**src/common/decompose_pkg.sv**
```systemverilog
// Decompose constants for the q-1/32 choice of gamma2 only, other gamma2 sets are not covered
package decompose_pkg;

    // ------------------------------------------------------------------------
    // Modulus and decomposition constants
    // ------------------------------------------------------------------------

    // Dilithium prime, fits in 23 bits
    localparam int DILITHIUM_Q = 8380417;

    // Low-order rounding range, (q-1)/32
    localparam int GAMMA2 = (DILITHIUM_Q - 1) / 32;

    // 2*gamma2 equals 2^19 - 512, which the fold in the modulo stage relies on
    localparam int TWO_GAMMA2 = 2 * GAMMA2;

    // ------------------------------------------------------------------------
    // Widths
    // ------------------------------------------------------------------------

    // Input coefficient width
    localparam int COEFF_W = 23;

    // Width of a value reduced modulo 2*gamma2
    localparam int MOD_W = 19;

    // Signed low part, wide enough for -gamma2 after the wrap correction
    localparam int R0_W = 20;

    // High part, r1 is at most 15
    localparam int R1_W = 4;

    // ------------------------------------------------------------------------
    // Types
    // ------------------------------------------------------------------------

    typedef logic [COEFF_W-1:0] coeff_t;
    typedef logic [MOD_W-1:0] mod_t;
    typedef logic signed [R0_W-1:0] r0_t;
    typedef logic [R1_W-1:0] r1_t;

    // Result of one lane, r1 in the upper bits and r0 below it
    typedef struct packed {
        r1_t r1;
        r0_t r0;
    } decomp_t;

endpackage

```
**src/logic/coeff_distributor.sv**
```systemverilog
// Registers one coefficient vector per strobe, values >= q are flagged but passed on unchanged
module coeff_distributor #(
    parameter int LANES = 4
) (
    input  logic                  clk,
    input  logic                  reset_n,
    input  logic                  zeroize_i,
    input  logic                  in_en_i,
    input  decompose_pkg::coeff_t coeff_i [LANES],
    output logic                  lane_en_o,
    output decompose_pkg::coeff_t lane_coeff_o [LANES],
    output logic                  range_err_o
);
    import decompose_pkg::*;

    logic over_q;

    // Any coefficient outside [0, q) marks the whole vector
    always_comb begin
        over_q = 1'b0;
        for (int k = 0; k < LANES; k++) begin
            if (coeff_i[k] >= DILITHIUM_Q) begin
                over_q = 1'b1;
            end
        end
    end

    // ------------------------------------------------------------------------
    // Input register stage
    // ------------------------------------------------------------------------

    always_ff @(posedge clk or negedge reset_n) begin
        if (!reset_n) begin
            lane_en_o    <= 1'b0;
            range_err_o  <= 1'b0;
            lane_coeff_o <= '{default: '0};
        end else if (zeroize_i) begin
            lane_en_o    <= 1'b0;
            range_err_o  <= 1'b0;
            lane_coeff_o <= '{default: '0};
        end else begin
            // The range flag is a strobe that travels with the lane enable
            lane_en_o   <= in_en_i;
            range_err_o <= in_en_i & over_q;
            if (in_en_i) begin
                lane_coeff_o <= coeff_i;
            end
        end
    end

endmodule

```
**src/decompose_lane/mod_2gamma2.sv**
```systemverilog
// Two-stage r mod 2*gamma2 for any 23-bit input, result valid only in the cycle ready_o is high
module mod_2gamma2 (
    input  logic                  clk,
    input  logic                  reset_n,
    input  logic                  zeroize_i,
    input  logic                  add_en_i,
    input  decompose_pkg::coeff_t opa_i,
    output decompose_pkg::mod_t   res_o,
    output logic                  ready_o
);
    import decompose_pkg::*;

    // Complement of 2*gamma2, added with a carry-in of one to subtract
    localparam mod_t TWO_GAMMA2_INV = ~mod_t'(TWO_GAMMA2);

    logic [MOD_W:0] fold_sum;
    mod_t           sum_q;
    logic           carry_q;
    logic [MOD_W:0] sub_sum;

    // ------------------------------------------------------------------------
    // Stage 1: fold the top bits
    // ------------------------------------------------------------------------

    // Since 2^19 is 512 mod 2*gamma2, bits 22:19 fold back in at weight 512
    assign fold_sum = {1'b0, opa_i[MOD_W-1:0]}
                    + (MOD_W+1)'({opa_i[COEFF_W-1:MOD_W], 9'd0});

    always_ff @(posedge clk or negedge reset_n) begin
        if (!reset_n) begin
            sum_q   <= '0;
            carry_q <= 1'b0;
        end else if (zeroize_i) begin
            sum_q   <= '0;
            carry_q <= 1'b0;
        end else if (add_en_i) begin
            sum_q   <= fold_sum[MOD_W-1:0];
            carry_q <= fold_sum[MOD_W];
        end
    end

    always_ff @(posedge clk or negedge reset_n) begin
        if (!reset_n) begin
            ready_o <= 1'b0;
        end else if (zeroize_i) begin
            ready_o <= 1'b0;
        end else begin
            ready_o <= add_en_i;
        end
    end

    // ------------------------------------------------------------------------
    // Stage 2: one conditional subtraction
    // ------------------------------------------------------------------------

    assign sub_sum = {1'b0, sum_q} + {1'b0, TWO_GAMMA2_INV} + (MOD_W+1)'(1);

    // When the fold carried, the subtraction always borrows, when it did not
    // the subtraction is kept only if it does not borrow
    assign res_o = (carry_q ^ sub_sum[MOD_W]) ? sub_sum[MOD_W-1:0] : sum_q;

    // A single subtraction must be enough to land below 2*gamma2
    a_res_reduced: assert property (@(posedge clk) disable iff (!reset_n)
        ready_o |-> (res_o < TWO_GAMMA2));

endmodule

```
**src/decompose_lane/decompose_lane.sv**
```systemverilog
// One Decompose lane for in-range inputs, the result for a coefficient >= q is not defined
module decompose_lane (
    input  logic                   clk,
    input  logic                   reset_n,
    input  logic                   zeroize_i,
    input  logic                   en_i,
    input  decompose_pkg::coeff_t  coeff_i,
    output decompose_pkg::decomp_t res_o,
    output logic                   rdy_o
);
    import decompose_pkg::*;

    // r - r0 is always a multiple of 512*1023, so only bits above 9 matter
    localparam int MULT_STEP = TWO_GAMMA2 / 512;

    mod_t                    mod_res;
    logic                    mod_rdy;
    coeff_t                  coeff_q;
    r0_t                     r0_c;
    logic signed [COEFF_W:0] diff;
    logic [COEFF_W-9:0]      diff_hi;
    r1_t                     r1_c;
    logic                    wrap;
    decomp_t                 res_c;

    mod_2gamma2 u_mod (
        .clk       (clk),
        .reset_n   (reset_n),
        .zeroize_i (zeroize_i),
        .add_en_i  (en_i),
        .opa_i     (coeff_i),
        .res_o     (mod_res),
        .ready_o   (mod_rdy)
    );

    // Keep r alongside the modulo pipeline so both line up at mod_rdy
    always_ff @(posedge clk or negedge reset_n) begin
        if (!reset_n) begin
            coeff_q <= '0;
        end else if (zeroize_i) begin
            coeff_q <= '0;
        end else if (en_i) begin
            coeff_q <= coeff_i;
        end
    end

    // ------------------------------------------------------------------------
    // Centering and high part
    // ------------------------------------------------------------------------

    // Move r0 into (-gamma2, gamma2]
    assign r0_c = (mod_res > GAMMA2) ? r0_t'({1'b0, mod_res}) - r0_t'(TWO_GAMMA2)
                                     : r0_t'({1'b0, mod_res});

    // Never negative, since r0 is at most r whenever it is positive
    assign diff    = $signed({1'b0, coeff_q}) - r0_c;
    assign diff_hi = diff[COEFF_W:9];

    // r1 is the largest j with j*2*gamma2 <= r - r0, found without a divider
    always_comb begin
        r1_c = '0;
        for (int j = 1; j < 2**R1_W; j++) begin
            if (diff_hi >= j * MULT_STEP) begin
                r1_c = r1_t'(j);
            end
        end
    end

    // r - r0 = q-1 would give r1 = 16, which folds to r1 = 0 with r0 one lower
    assign wrap     = (diff == DILITHIUM_Q - 1);
    assign res_c.r1 = wrap ? r1_t'(0) : r1_c;
    assign res_c.r0 = wrap ? r0_c - r0_t'(1) : r0_c;

    always_ff @(posedge clk or negedge reset_n) begin
        if (!reset_n) begin
            res_o <= '0;
            rdy_o <= 1'b0;
        end else if (zeroize_i) begin
            res_o <= '0;
            rdy_o <= 1'b0;
        end else begin
            rdy_o <= mod_rdy;
            if (mod_rdy) begin
                res_o <= res_c;
            end
        end
    end

    // r1 and r0 recombine to r, or to r - q once the wrap correction applied
    a_res_recombine: assert property (@(posedge clk) disable iff (!reset_n)
        rdy_o |-> (int'(res_o.r1) * TWO_GAMMA2 + int'(res_o.r0) == int'($past(coeff_q)))
               || (int'(res_o.r1) * TWO_GAMMA2 + int'(res_o.r0)
                   == int'($past(coeff_q)) - DILITHIUM_Q));

endmodule

```
**src/logic/decompose_collector.sv**
```systemverilog
// Gathers lane results, flags are strobes valid only with out_en_o and there is no back-pressure
module decompose_collector #(
    parameter int LANES = 4,
    parameter int BETA  = 196
) (
    input  logic                   clk,
    input  logic                   reset_n,
    input  logic                   zeroize_i,
    input  logic                   lane_rdy_i,
    input  decompose_pkg::decomp_t lane_res_i [LANES],
    input  logic                   range_err_i,
    output logic                   out_en_o,
    output decompose_pkg::decomp_t res_o [LANES],
    output logic                   norm_fail_o,
    output logic                   range_err_o
);
    import decompose_pkg::*;

    // Any |r0| at or above this bound fails the infinity-norm test
    localparam int NORM_BOUND = GAMMA2 - BETA;

    logic [1:0] range_sr;
    logic       norm_hit;

    function automatic logic [R0_W-1:0] abs_r0(input r0_t v);
        return (v < 0) ? -v : v;
    endfunction

    // Test every lane of the current vector against the bound
    always_comb begin
        norm_hit = 1'b0;
        for (int k = 0; k < LANES; k++) begin
            if (abs_r0(lane_res_i[k].r0) >= NORM_BOUND) begin
                norm_hit = 1'b1;
            end
        end
    end

    // ------------------------------------------------------------------------
    // Flag alignment and output register
    // ------------------------------------------------------------------------

    // Two stages match the modulo stage and the lane output register
    always_ff @(posedge clk or negedge reset_n) begin
        if (!reset_n) begin
            range_sr    <= '0;
            out_en_o    <= 1'b0;
            norm_fail_o <= 1'b0;
            range_err_o <= 1'b0;
            res_o       <= '{default: '0};
        end else if (zeroize_i) begin
            range_sr    <= '0;
            out_en_o    <= 1'b0;
            norm_fail_o <= 1'b0;
            range_err_o <= 1'b0;
            res_o       <= '{default: '0};
        end else begin
            range_sr    <= {range_sr[0], range_err_i};
            out_en_o    <= lane_rdy_i;
            norm_fail_o <= lane_rdy_i & norm_hit;
            range_err_o <= lane_rdy_i & range_sr[1];
            if (lane_rdy_i) begin
                res_o <= lane_res_i;
            end
        end
    end

    a_flags_qualified: assert property (@(posedge clk) disable iff (!reset_n)
        !out_en_o |-> !norm_fail_o && !range_err_o);

    // A delayed range flag must meet a lane result, otherwise the lane depth has changed
    a_range_meets_rdy: assert property (@(posedge clk) disable iff (!reset_n)
        range_sr[1] |-> lane_rdy_i);

endmodule

```
**src/logic/decompose_top.sv**
```systemverilog
// Decompose for gamma2 = (q-1)/32 with four cycles of fixed latency and no input back-pressure
module decompose_top #(
    parameter int LANES = 4,
    parameter int BETA  = 196
) (
    input  logic                   clk,
    input  logic                   reset_n,
    input  logic                   zeroize_i,
    input  logic                   in_en_i,
    input  decompose_pkg::coeff_t  coeff_i [LANES],
    output logic                   out_en_o,
    output decompose_pkg::decomp_t res_o [LANES],
    output logic                   norm_fail_o,
    output logic                   range_err_o
);
    import decompose_pkg::*;

    logic    lane_en;
    coeff_t  lane_coeff [LANES];
    logic    range_err;
    decomp_t lane_res [LANES];
    logic    lane_rdy;

    coeff_distributor #(
        .LANES (LANES)
    ) u_distributor (
        .clk          (clk),
        .reset_n      (reset_n),
        .zeroize_i    (zeroize_i),
        .in_en_i      (in_en_i),
        .coeff_i      (coeff_i),
        .lane_en_o    (lane_en),
        .lane_coeff_o (lane_coeff),
        .range_err_o  (range_err)
    );

    // ------------------------------------------------------------------------
    // Lanes
    // ------------------------------------------------------------------------

    for (genvar k = 0; k < LANES; k++) begin : g_lane
        logic rdy;

        decompose_lane u_lane (
            .clk       (clk),
            .reset_n   (reset_n),
            .zeroize_i (zeroize_i),
            .en_i      (lane_en),
            .coeff_i   (lane_coeff[k]),
            .res_o     (lane_res[k]),
            .rdy_o     (rdy)
        );

        // All lanes run in lockstep, so lane 0 stands for the rest
        if (k == 0) begin : g_rdy
            assign lane_rdy = rdy;
        end
    end

    decompose_collector #(
        .LANES (LANES),
        .BETA  (BETA)
    ) u_collector (
        .clk         (clk),
        .reset_n     (reset_n),
        .zeroize_i   (zeroize_i),
        .lane_rdy_i  (lane_rdy),
        .lane_res_i  (lane_res),
        .range_err_i (range_err),
        .out_en_o    (out_en_o),
        .res_o       (res_o),
        .norm_fail_o (norm_fail_o),
        .range_err_o (range_err_o)
    );

endmodule

```
**config.mk**
```make
export PLATFORM = sky130hd
export DESIGN_NAME = decompose_top
export DESIGN_NICKNAME = d
export VERILOG_FILES = /design/src/common/decompose_pkg.sv /design/src/logic/coeff_distributor.sv /design/src/decompose_lane/mod_2gamma2.sv /design/src/decompose_lane/decompose_lane.sv /design/src/logic/decompose_collector.sv /design/src/logic/decompose_top.sv
export SDC_FILE = /design/constraint.sdc
export NUM_CORES = 1
export LEC_CHECK = 0
export ABC_AREA = 1
export BUFFER_PORTS_ARGS = -buffer_cell sky130_fd_sc_hd__buf_2
export CORE_UTILIZATION = 35
export DETAILED_ROUTE_END_ITERATION = 10
export PLACE_DENSITY = 0.59
export SYNTH_ARGS = -nofsm -noshare
export SYNTH_HDL_FRONTEND = slang
export SYNTH_HIERARCHICAL = 1
export SYNTH_SLANG_ARGS = --single-unit
```
**constraint.sdc**
```tcl
create_clock -name clk -period 6.9 [get_ports clk]
set_input_delay 1.38 -clock clk [delete_from_list [all_inputs] [get_ports clk]]
set_output_delay 1.38 -clock clk [all_outputs]
set_load 0.01 [all_outputs]
```
Word-level counts from Yosys, hierarchy flattened. Cells that the tools add are included.

Bits in registers: 465. Word-level logic and storage cells: 291.

Add/subtract/negate cells: 28. Magnitude comparators: 76. Equal/unequal tests: 4. Mux-type cells: 132. Bitwise operators: 7. Reduce and logical (&&, ||, !) cells: 4.

Operators with widths (number): $ge 15x14->1 const B (28); $ge 15x13->1 const B (16); $mux 20 (12); $mux 19 (12); $mux 24 (8); $mux 96 (2); $mux 23 (8); $mux 92 (2); $mux 4 (36); $ge 15x12->1 const B (8); $eq 24x24->1 const B (4); $sub 24x20->24 (4); $ge 23x23->1 const B (4); $add 19x13->20 (4); $add 19x9->20 const B (4); $add 20x1->20 const B (4); $ge 20x18->1 const B (4); $lt 20x1->1 const B (4); $neg 20->20 (4); $sub 19x19->20 const B (4); $sub 20x2->20 const B (4); $gt 19x18->1 const B (4); $ge 15x10->1 const B (4); $ge 15x11->1 const B (4); 6 further kinds (63).

Longest topological paths before layout. Gate-level depths: netlist of the first run.

Depth after elaboration: 26. Mapped depth: 48.

Hierarchy. Netlist of the first run, hierarchy kept.

Modules (own cells, without submodules): decompose_lane (times used 4, cells an instance 744, area each 4693.3 µm²); decompose_collector (times used 1, cells an instance 849, area each 5915.7 µm²); coeff_distributor (times used 1, cells an instance 486, area each 4286.6 µm²); mod_2gamma2 (g_lane[1].u_lane.u_mod ...) (times used 2, cells an instance 197, area each 1488.9 µm²); mod_2gamma2 (g_lane[0].u_lane.u_mod) (times used 1, cells an instance 211, area each 1516.5 µm²); mod_2gamma2 (g_lane[2].u_lane.u_mod) (times used 1, cells an instance 200, area each 1506.4 µm²).

Least setup slack after synthesis of the first run. No wires, ideal clock.

Kind: reg2reg. From: register g_lane[1].u_lane.u_mod.sum_q[9]. To: register g_lane[1].u_lane/res_o[16] (netlist bit). Setup time: 126 ps. Data arrival time: 4810 ps. Required time: 6774 ps. Slack: 1964 ps. Stages on the path, launching flop included: 40. Buffers on the path: 2. Cell sequence: dfrtp_1 ha_1 nand2_2 nor2_4 nand4_2 nand2_4 buf_12 nand2_1 nand2_1 ha_1 nand2_1 inv_1 nand3_1 nand2_1 nand2_4 buf_6 inv_1 o21ai_0 [4 not listed] nor3_1 nand3_1 nand2_1 nand2_1 nand2_2 inv_1 nor2_1 inv_2 nor2_4 nand3_4 nor3_4 nand2_2 nor2_4 nand2_2 nor2_2 nand3_1 xnor2_1 o21ai_1.

Cells in the longest elaborated chain, start to end: 11.

Ends and longest elaborated chain: from (decl) (RTL line mod_2gamma2.sv:17) `mod_t sum_q;`; from (signal assigned) (RTL line mod_2gamma2.sv:37) `sum_q <= fold_sum[MOD_W-1:0];`; $add 19x9->20 (RTL line mod_2gamma2.sv:56) `assign sub_sum = {1'b0, sum_q} + {1'b0, TWO_GAMMA2_INV} + (MOD_W+1)'(1);`; $add 20x1->20 (RTL line mod_2gamma2.sv:56); $xor 1x1->1 (RTL line mod_2gamma2.sv:60) `assign res_o = (carry_q ^ sub_sum[MOD_W]) ? sub_sum[MOD_W-1:0] : sum_q;`; $mux 19 * (RTL line mod_2gamma2.sv:60); via g_lane[1].u_lane.mod_res[9] (RTL line decompose_lane.sv:16) `mod_t mod_res;`; $sub 19x19->20 or $gt 19x18->1 (tied branches) (RTL line decompose_lane.sv:52) `assign r0_c = (mod_res > GAMMA2) ? r0_t'({1'b0, mod_res}) - r0_t'(TWO_GAMMA2)`; $mux 20 * (RTL line decompose_lane.sv:52); $sub 24x20->24 (RTL line decompose_lane.sv:56) `assign diff = $signed({1'b0, coeff_q}) - r0_c;`; $eq 24x24->1 (RTL line decompose_lane.sv:70) `assign wrap = (diff == DILITHIUM_Q - 1);`; $mux 20 * (RTL line decompose_lane.sv:72) `assign res_c.r0 = wrap ? r0_c - r0_t'(1) : r0_c;`; $mux 24 * (RTL line decompose_lane.sv:83) `if (mod_rdy) begin`; $mux 24 * (RTL line decompose_lane.sv:78) `end else if (zeroize_i) begin`; to (signal assigned) (RTL line decompose_lane.sv:84) `res_o <= res_c;`; to (decl) (RTL line decompose_lane.sv:8) `output decompose_pkg::decomp_t res_o,`.

The timed path passes the listed nets; every way through them passes the cells marked *. The select of a mux whose other input is x is not followed. A chain may end at the register's enable or synchronous reset.

Worst setup path in the final report of the first run.
From: register g_lane[3].u_lane.u_mod.sum_q[9]. To: register g_lane[3].u_lane/res_o[16] (netlist bit).

Cells in the longest elaborated chain, start to end: 11.

Ends and longest elaborated chain (RTL line): from (decl) (mod_2gamma2.sv:17); from (signal assigned) (mod_2gamma2.sv:37); $add 19x9->20 * (mod_2gamma2.sv:56); $add 20x1->20 * (mod_2gamma2.sv:56); $xor 1x1->1 (mod_2gamma2.sv:60); $mux 19 * (mod_2gamma2.sv:60); via g_lane[3].u_lane.mod_res[10] (decompose_lane.sv:16); $sub 19x19->20 or $gt 19x18->1 (tied branches) (decompose_lane.sv:52); $mux 20 * (decompose_lane.sv:52); $sub 24x20->24 (decompose_lane.sv:56); $eq 24x24->1 (decompose_lane.sv:70); $mux 20 * (decompose_lane.sv:72); $mux 24 * (decompose_lane.sv:83); $mux 24 * (decompose_lane.sv:78); to (signal assigned) (decompose_lane.sv:84); to (decl) (decompose_lane.sv:8).

Marks and branches as above.

==> results of run 1 <==
[worst max-delay path by stage]
| stage | start | to | slack (ns) |
|---|---|---|---|
| global placement | g_lane[3].u_lane/u_mod/sum_q[10] | g_lane[3].u_lane/res_o[16] | 1.02 |
| finish | g_lane[3].u_lane/u_mod/sum_q[9] | g_lane[3].u_lane/res_o[16] | 0.86 |
| floorplan | g_lane[1].u_lane/u_mod/sum_q[9] | g_lane[1].u_lane/res_o[16] | 1.96 |
| detailed placement | g_lane[3].u_lane/u_mod/sum_q[9] | g_lane[3].u_lane/res_o[16] | 0.83 |
| CTS | g_lane[3].u_lane/u_mod/sum_q[9] | g_lane[3].u_lane/res_o[16] | 0.80 |
| global route | g_lane[3].u_lane/u_mod/sum_q[9] | g_lane[3].u_lane/res_o[18] | 0.05 |
[final cells by class]
cell class,instances,share of cell area [%]
multi-input combinational,3620,48.80
inverter,880,8.494
clock buffer,71,4.093
tap,1287,4.141
timing repair buffer,212,2.934
clock inverter,37,1.413
sequential,468,30.13
[worst max-delay path: cells and delay by family (launching register included)]
family / cells / cell delay (ns)
buffers and inverters: 7 / 0.60
flip-flops: 1 / 0.39
AND/OR/NAND/NOR: 26 / 3.37
adder cells (fa/ha/maj): 3 / 0.93
XOR/XNOR: 1 / 0.16
AO/OA/AOI/OAI: 2 / 0.45
[stage by stage]
stage / instance area, um2 / total power [mW] / setup WS [ns]
floorplan: 34900 / 4.439 / 1.964
global placement: 36750 / 5.000 / 1.019
detailed placement: 36750 / 4.996 / 0.8315
CTS: 38890 / 8.456 / 0.8046
global route: 38890 / 8.857 / 0.05068
finish: 38890 / 8.373 / 0.8596
[power by group through the flow]
stage	registers (mW)	logic, mW	clock network, mW
2_1_floorplan	2.92	1.52	0
3_3_place_gp	2.96	2.04	0
3_5_place_dp	2.96	2.04	0
4_1_cts	2.91	2.04	3.50
5_1_grt	2.92	2.34	3.60
6_report	2.91	2.05	3.41
[routing by layer]
metal / up-vias / part of all wire (%) / GRT usage (%)
li1: 16680 / - / -
met4: 0 / 1.5 / 4.013
met3: 91 / 5.1 / 2.821
met1: 15380 / 50 / 30.80
met5: - / 0 / 0
met2: 787 / 43 / 32.66
[sequential cells by signal (all words and copies together), names as in the netlist, 2 cells and up]
name / count
g_lane.u_lane/u_mod/carry_q: 4
u_collector/res_o: 96
u_collector/range_sr: 2
u_distributor/lane_coeff_o: 92
g_lane.u_lane/coeff_q: 92
g_lane.u_lane/res_o: 96
g_lane.u_lane/u_mod/ready_o: 4
g_lane.u_lane/u_mod/sum_q: 76
==> impl_metrics.env, run 1 <==
export IMPL_cap_violations=0
export IMPL_die_w_um=317.8
export IMPL_clk_pin_slew_ns=0.06
export IMPL_finalSetupViolations=0
export IMPL_wire_per_inst_um=16.24
export IMPL_synth_nets=5306
export IMPL_grt_use_total_pct=20.94
export IMPL_timing_fmax_mhz=165.6
export IMPL_sw_frac_of_total_pct=34.06
export IMPL_antenna_found_initial=1
export IMPL_cp_data_arrival_time_ns=6.55
export IMPL_timing_rr_start="g_lane[3].u_lane/u_mod/sum_q[9]"
export IMPL_cp_max_fo=14
export IMPL_hold_class="flip-flop to flip-flop"
export IMPL_rsz0062_at_grt="false"
export IMPL_numCtsBuffers=57
export IMPL_period_needed_ns=6.040
export IMPL_synth_area_um2=34900
export IMPL_slew_headroom_pct=26.20
export IMPL_mostFrequentLayoutCell="nand2_1"
export IMPL_gp_routability_congestion=0.9024
export IMPL_r2r_end="g_lane[3].u_lane/res_o[16]"
export IMPL_report_final_slew_viol_count=0
export IMPL_htreeDepth=2
export IMPL_min_to="u_collector/range_sr[1]"
export IMPL_cts_root_buffer="clkbuf_16"
export IMPL_comb_power_share_pct=24.5
export IMPL_fin_util_pct=39.45
export IMPL_reg2reg_slack_ns=0.86
export IMPL_hold_path_depth=2
export IMPL_holdBufCountCts=0
export IMPL_ant_nets=0
export IMPL_multi_input_area_um2=18980
export IMPL_cts_path_max_buffers=3
export IMPL_drt_first_pass_iters=5
export IMPL_synthToLayoutAreaGrowth_pct=11.42
export IMPL_grt_max_degree=153
export IMPL_p_per_area_nw_per_um2=215.3
export IMPL_row_count=115
export IMPL_p_sw_mw=2.852
export IMPL_clkPwrFrac_pct=40.7
export IMPL_totalWireLength_um=106800
export IMPL_placedCellCount=6467
export IMPL_regArea_um2=11720
export IMPL_hold_ws_ns=0.4633
export IMPL_die_h_um=317.8
export IMPL_clock_sinks=468
export IMPL_vias=32930
export IMPL_first_global_vias=31150
export IMPL_cts_repair_resized=0
export IMPL_ios=195
export IMPL_ys_warn_count=6
export IMPL_required_ns=7.41
export IMPL_design_core_area_um2=98560
export IMPL_die_area_um2=101000
export IMPL_syn_area_per_cell_um2=6.826
export IMPL_status="finished clean"
export IMPL_mostFrequentLayoutCells="nand2_1 (1,368), inv_1 (846), nand3_1 (514), dfrtp_1 (467), nor2_1 (388)"
export IMPL_power_frac_seq_pct=34.8
export IMPL_nFillCells=10520
export IMPL_viasPerCell=5.009
export IMPL_min_from="u_collector/range_sr[0]"
export IMPL_drt_initial_drc_count=2472
export IMPL_numPortBuffers=194
export IMPL_grt_pass1_wl_um=172100
export IMPL_start_kind="flip-flop"
export IMPL_critPathSlowestCell="ha_1"
export IMPL_crit_path_end_kind="flip-flop"
export IMPL_cts_setup_buffers=0
export IMPL_slowest_delay_ns=0.52
export IMPL_fin_tns_setup_ns=0
export IMPL_num_antenna_cells=0
export IMPL_fin_nets=5432
export IMPL_dp_hpwl_um=83200
export IMPL_initial_core_util_pct=35.41
export IMPL_drc=0
export IMPL_fin_cells=6575
export IMPL_clock_latency_ns=0.64
export IMPL_worstMarginPinSlew_ns=1.095
export IMPL_syn_inst=5113
export IMPL_skew_ns=0.02447
export IMPL_cts_tree="done"
export IMPL_ir_worst_vdd_mv=0.2156
export IMPL_crit_path_frequent_cell="nand2_1"
export IMPL_fin_crit_sh_pct=87.54
export IMPL_drive_above_1_share_pct=12.12
export IMPL_finalHoldViolations=0
export IMPL_worstRegToRegCells=39
export IMPL_critical_path_class="flip-flop to flip-flop"
export IMPL_total_leakage_power_nw=19.62
export IMPL_p_int_mw=5.521
export IMPL_gr_total_overflow=0
Power figures use the tool's default switching activity.
==> inputs of run 2 (changes only) <==
--- a/config.mk
+++ b/config.mk
@@ -7,6 +7,7 @@
 export LEC_CHECK = 0
 export ABC_AREA = 1
 export BUFFER_PORTS_ARGS = -buffer_cell sky130_fd_sc_hd__buf_2
+export CORE_MARGIN = 3
 export CORE_UTILIZATION = 35
 export DETAILED_ROUTE_END_ITERATION = 10
 export PLACE_DENSITY = 0.59
==> impl_metrics.env, run 2 (synthesis gave the netlist of run 1 again) <==
export IMPL_numCtsBuffers=54
export IMPL_die_area_um2=103500
export IMPL_hold_class="flip-flop to flip-flop"
export IMPL_numPortBuffers=194
export IMPL_report_final_slew_viol_count=0
export IMPL_worstMarginPinSlew_ns=1.116
export IMPL_fin_cells=6567
export IMPL_wire_per_inst_um=16.08
export IMPL_synthToLayoutAreaGrowth_pct=10.96
export IMPL_die_h_um=321.8
export IMPL_drt_initial_drc_count=2329
export IMPL_cts_repair_resized=0
export IMPL_p_total_mw=8.112
export IMPL_cts_path_max_buffers=3
export IMPL_crit_path_end_kind="flip-flop"
export IMPL_rsz0062_at_grt="false"
export IMPL_initial_core_util_pct=35.36
export IMPL_slew_headroom_pct=24.79
export IMPL_clk_pin_slew_ns=0.07
export IMPL_reg2reg_slack_ns=0.81
export IMPL_cts_tree="done"
export IMPL_placedCellCount=6470
export IMPL_finalSetupViolations=0
export IMPL_htreeDepth=2
export IMPL_period_needed_ns=6.095
export IMPL_viasPerCell=4.971
export IMPL_drt_first_pass_iters=5
export IMPL_die_w_um=321.8
export IMPL_ir_worst_vdd_mv=0.2026
export IMPL_holdBufCountCts=0
export IMPL_required_ns=7.40
export IMPL_grt_max_degree=146
export IMPL_cts_setup_buffers=0
export IMPL_dp_hpwl_um=82760
export IMPL_row_count=115
export IMPL_r2r_end="g_lane[2].u_lane/res_o[16]"
export IMPL_slowest_delay_ns=0.42
export IMPL_critPathSlowestCell="nand2_1"
export IMPL_total_leakage_power_nw=19.56
export IMPL_status="finished clean"
export IMPL_cp_max_fo=14
export IMPL_cts_root_buffer="clkbuf_16"
export IMPL_start_kind="flip-flop"
export IMPL_gr_total_overflow=0
export IMPL_finalHoldViolations=0
export IMPL_grt_use_total_pct=19.99
export IMPL_p_per_area_nw_per_um2=209.5
export IMPL_totalWireLength_um=105600
export IMPL_drc=0
export IMPL_crit_path_frequent_cell="nand2_1"
export IMPL_antenna_found_initial=2
export IMPL_placed_cell_area_um2=36770
export IMPL_cp_data_arrival_time_ns=6.60
export IMPL_grt_pass1_wl_um=168500
export IMPL_fin_tns_setup_ns=0
export IMPL_mostFrequentLayoutCells="nand2_1 (1,368), inv_1 (846), nand3_1 (514), dfrtp_1 (467), nor2_1 (388)"
export IMPL_hold_path_depth=2
export IMPL_fin_crit_sh_pct=88.33
export IMPL_worstRegToRegCells=39
export IMPL_fin_nets=5432
export IMPL_num_antenna_cells=0
export IMPL_clock_sinks=468
export IMPL_timing_rr_start="g_lane[2].u_lane/u_mod/sum_q[9]"
export IMPL_min_to="u_collector/range_sr[0]"
export IMPL_drive_above_1_share_pct=11.95
export IMPL_reg_top3="g_lane.u_lane/res_o x96, u_collector/res_o x96"
export IMPL_ant_nets=0
export IMPL_timing_fmax_mhz=164.1
export IMPL_first_global_vias=30730
export IMPL_design_core_area_um2=98710
export IMPL_fin_area_um2=38730
export IMPL_min_from="u_distributor/range_err_o"
export IMPL_worst_slack_ns=0.8055
export IMPL_cap_violations=0
export IMPL_ios=195
export IMPL_dp_slack_ns=0.8700
export IMPL_critical_path_class="flip-flop to flip-flop"
export IMPL_skew_ns=0.02243
export IMPL_mostFrequentLayoutCell="nand2_1"
export IMPL_vias=32640
export IMPL_gp_routability_congestion=0.9268
export IMPL_clock_latency_ns=0.63
## run 2: how the worst max path moves through the flow
stage                                                start                         end  slack (ns)  depth (start not counted)
final                      g_lane[2].u_lane/u_mod/sum_q[9]  g_lane[2].u_lane/res_o[16]        0.81                         39
after CTS                 g_lane[3].u_lane/u_mod/sum_q[10]  g_lane[3].u_lane/res_o[16]        0.83                         39
after global routing      g_lane[3].u_lane/u_mod/sum_q[10]  g_lane[3].u_lane/res_o[16]        0.13                         39
after global placement     g_lane[3].u_lane/u_mod/sum_q[9]  g_lane[3].u_lane/res_o[16]        0.96                         39
after detailed placement  g_lane[2].u_lane/u_mod/sum_q[10]  g_lane[2].u_lane/res_o[16]        0.87                         39
after floorplan            g_lane[1].u_lane/u_mod/sum_q[9]  g_lane[1].u_lane/res_o[16]        1.96                         39
## run 2: power breakdown
group          leakage, nW  total (mW)  switching, mW  internal (mW)
Clock                0.957        3.17           1.22           1.95
Combinational         12.2        2.04           1.43          0.607
Sequential            6.44        2.91         0.0917           2.82
Total                 19.6        8.11           2.74           5.37
## run 2: critical path: cells and delay by family (launching register included)
family / cells / cell delay [ns]
buffers and inverters: 4 / 0.38
flip-flops: 1 / 0.39
AO/OA/AOI/OAI: 2 / 0.30
XOR/XNOR: 2 / 0.60
AND/OR/NAND/NOR: 28 / 3.41
adder cells (fa/ha/maj): 3 / 0.84
## run 2: final cells by class
cell class | count | area [um2]
Inverter | 880 | 3303
Fill cell | 10550 | 59980
Sequential cell | 468 | 11720
Clock buffer | 73 | 1554
Tap cell | 1287 | 1610
Clock inverter | 24 | 404.1
Multi-Input combinational cell | 3620 | 18980
Timing Repair Buffer | 215 | 1164
## run 2: metal layers
layer / GRT usage [%] / up-vias / wire length (um)
met2: 31.33 / 695 / 45860
met4: 4.599 / 0 / 2137
met1: 29.35 / 15170 / 52910
met3: 2.432 / 106 / 4659
met5: 0 / - / 0
li1: - / 16670 / -
## run 2: stage by stage
stage / utilization (%) / hold slack [ns]
6_report: 39.23 / 0.4581
5_1_grt: 39.23 / 0.4905
4_1_cts: 39.23 / 0.4614
3_5_place_dp: 37.25 / 0.4476
3_3_place_gp: 37.25 / 0.4400
2_1_floorplan: - / 0.4340
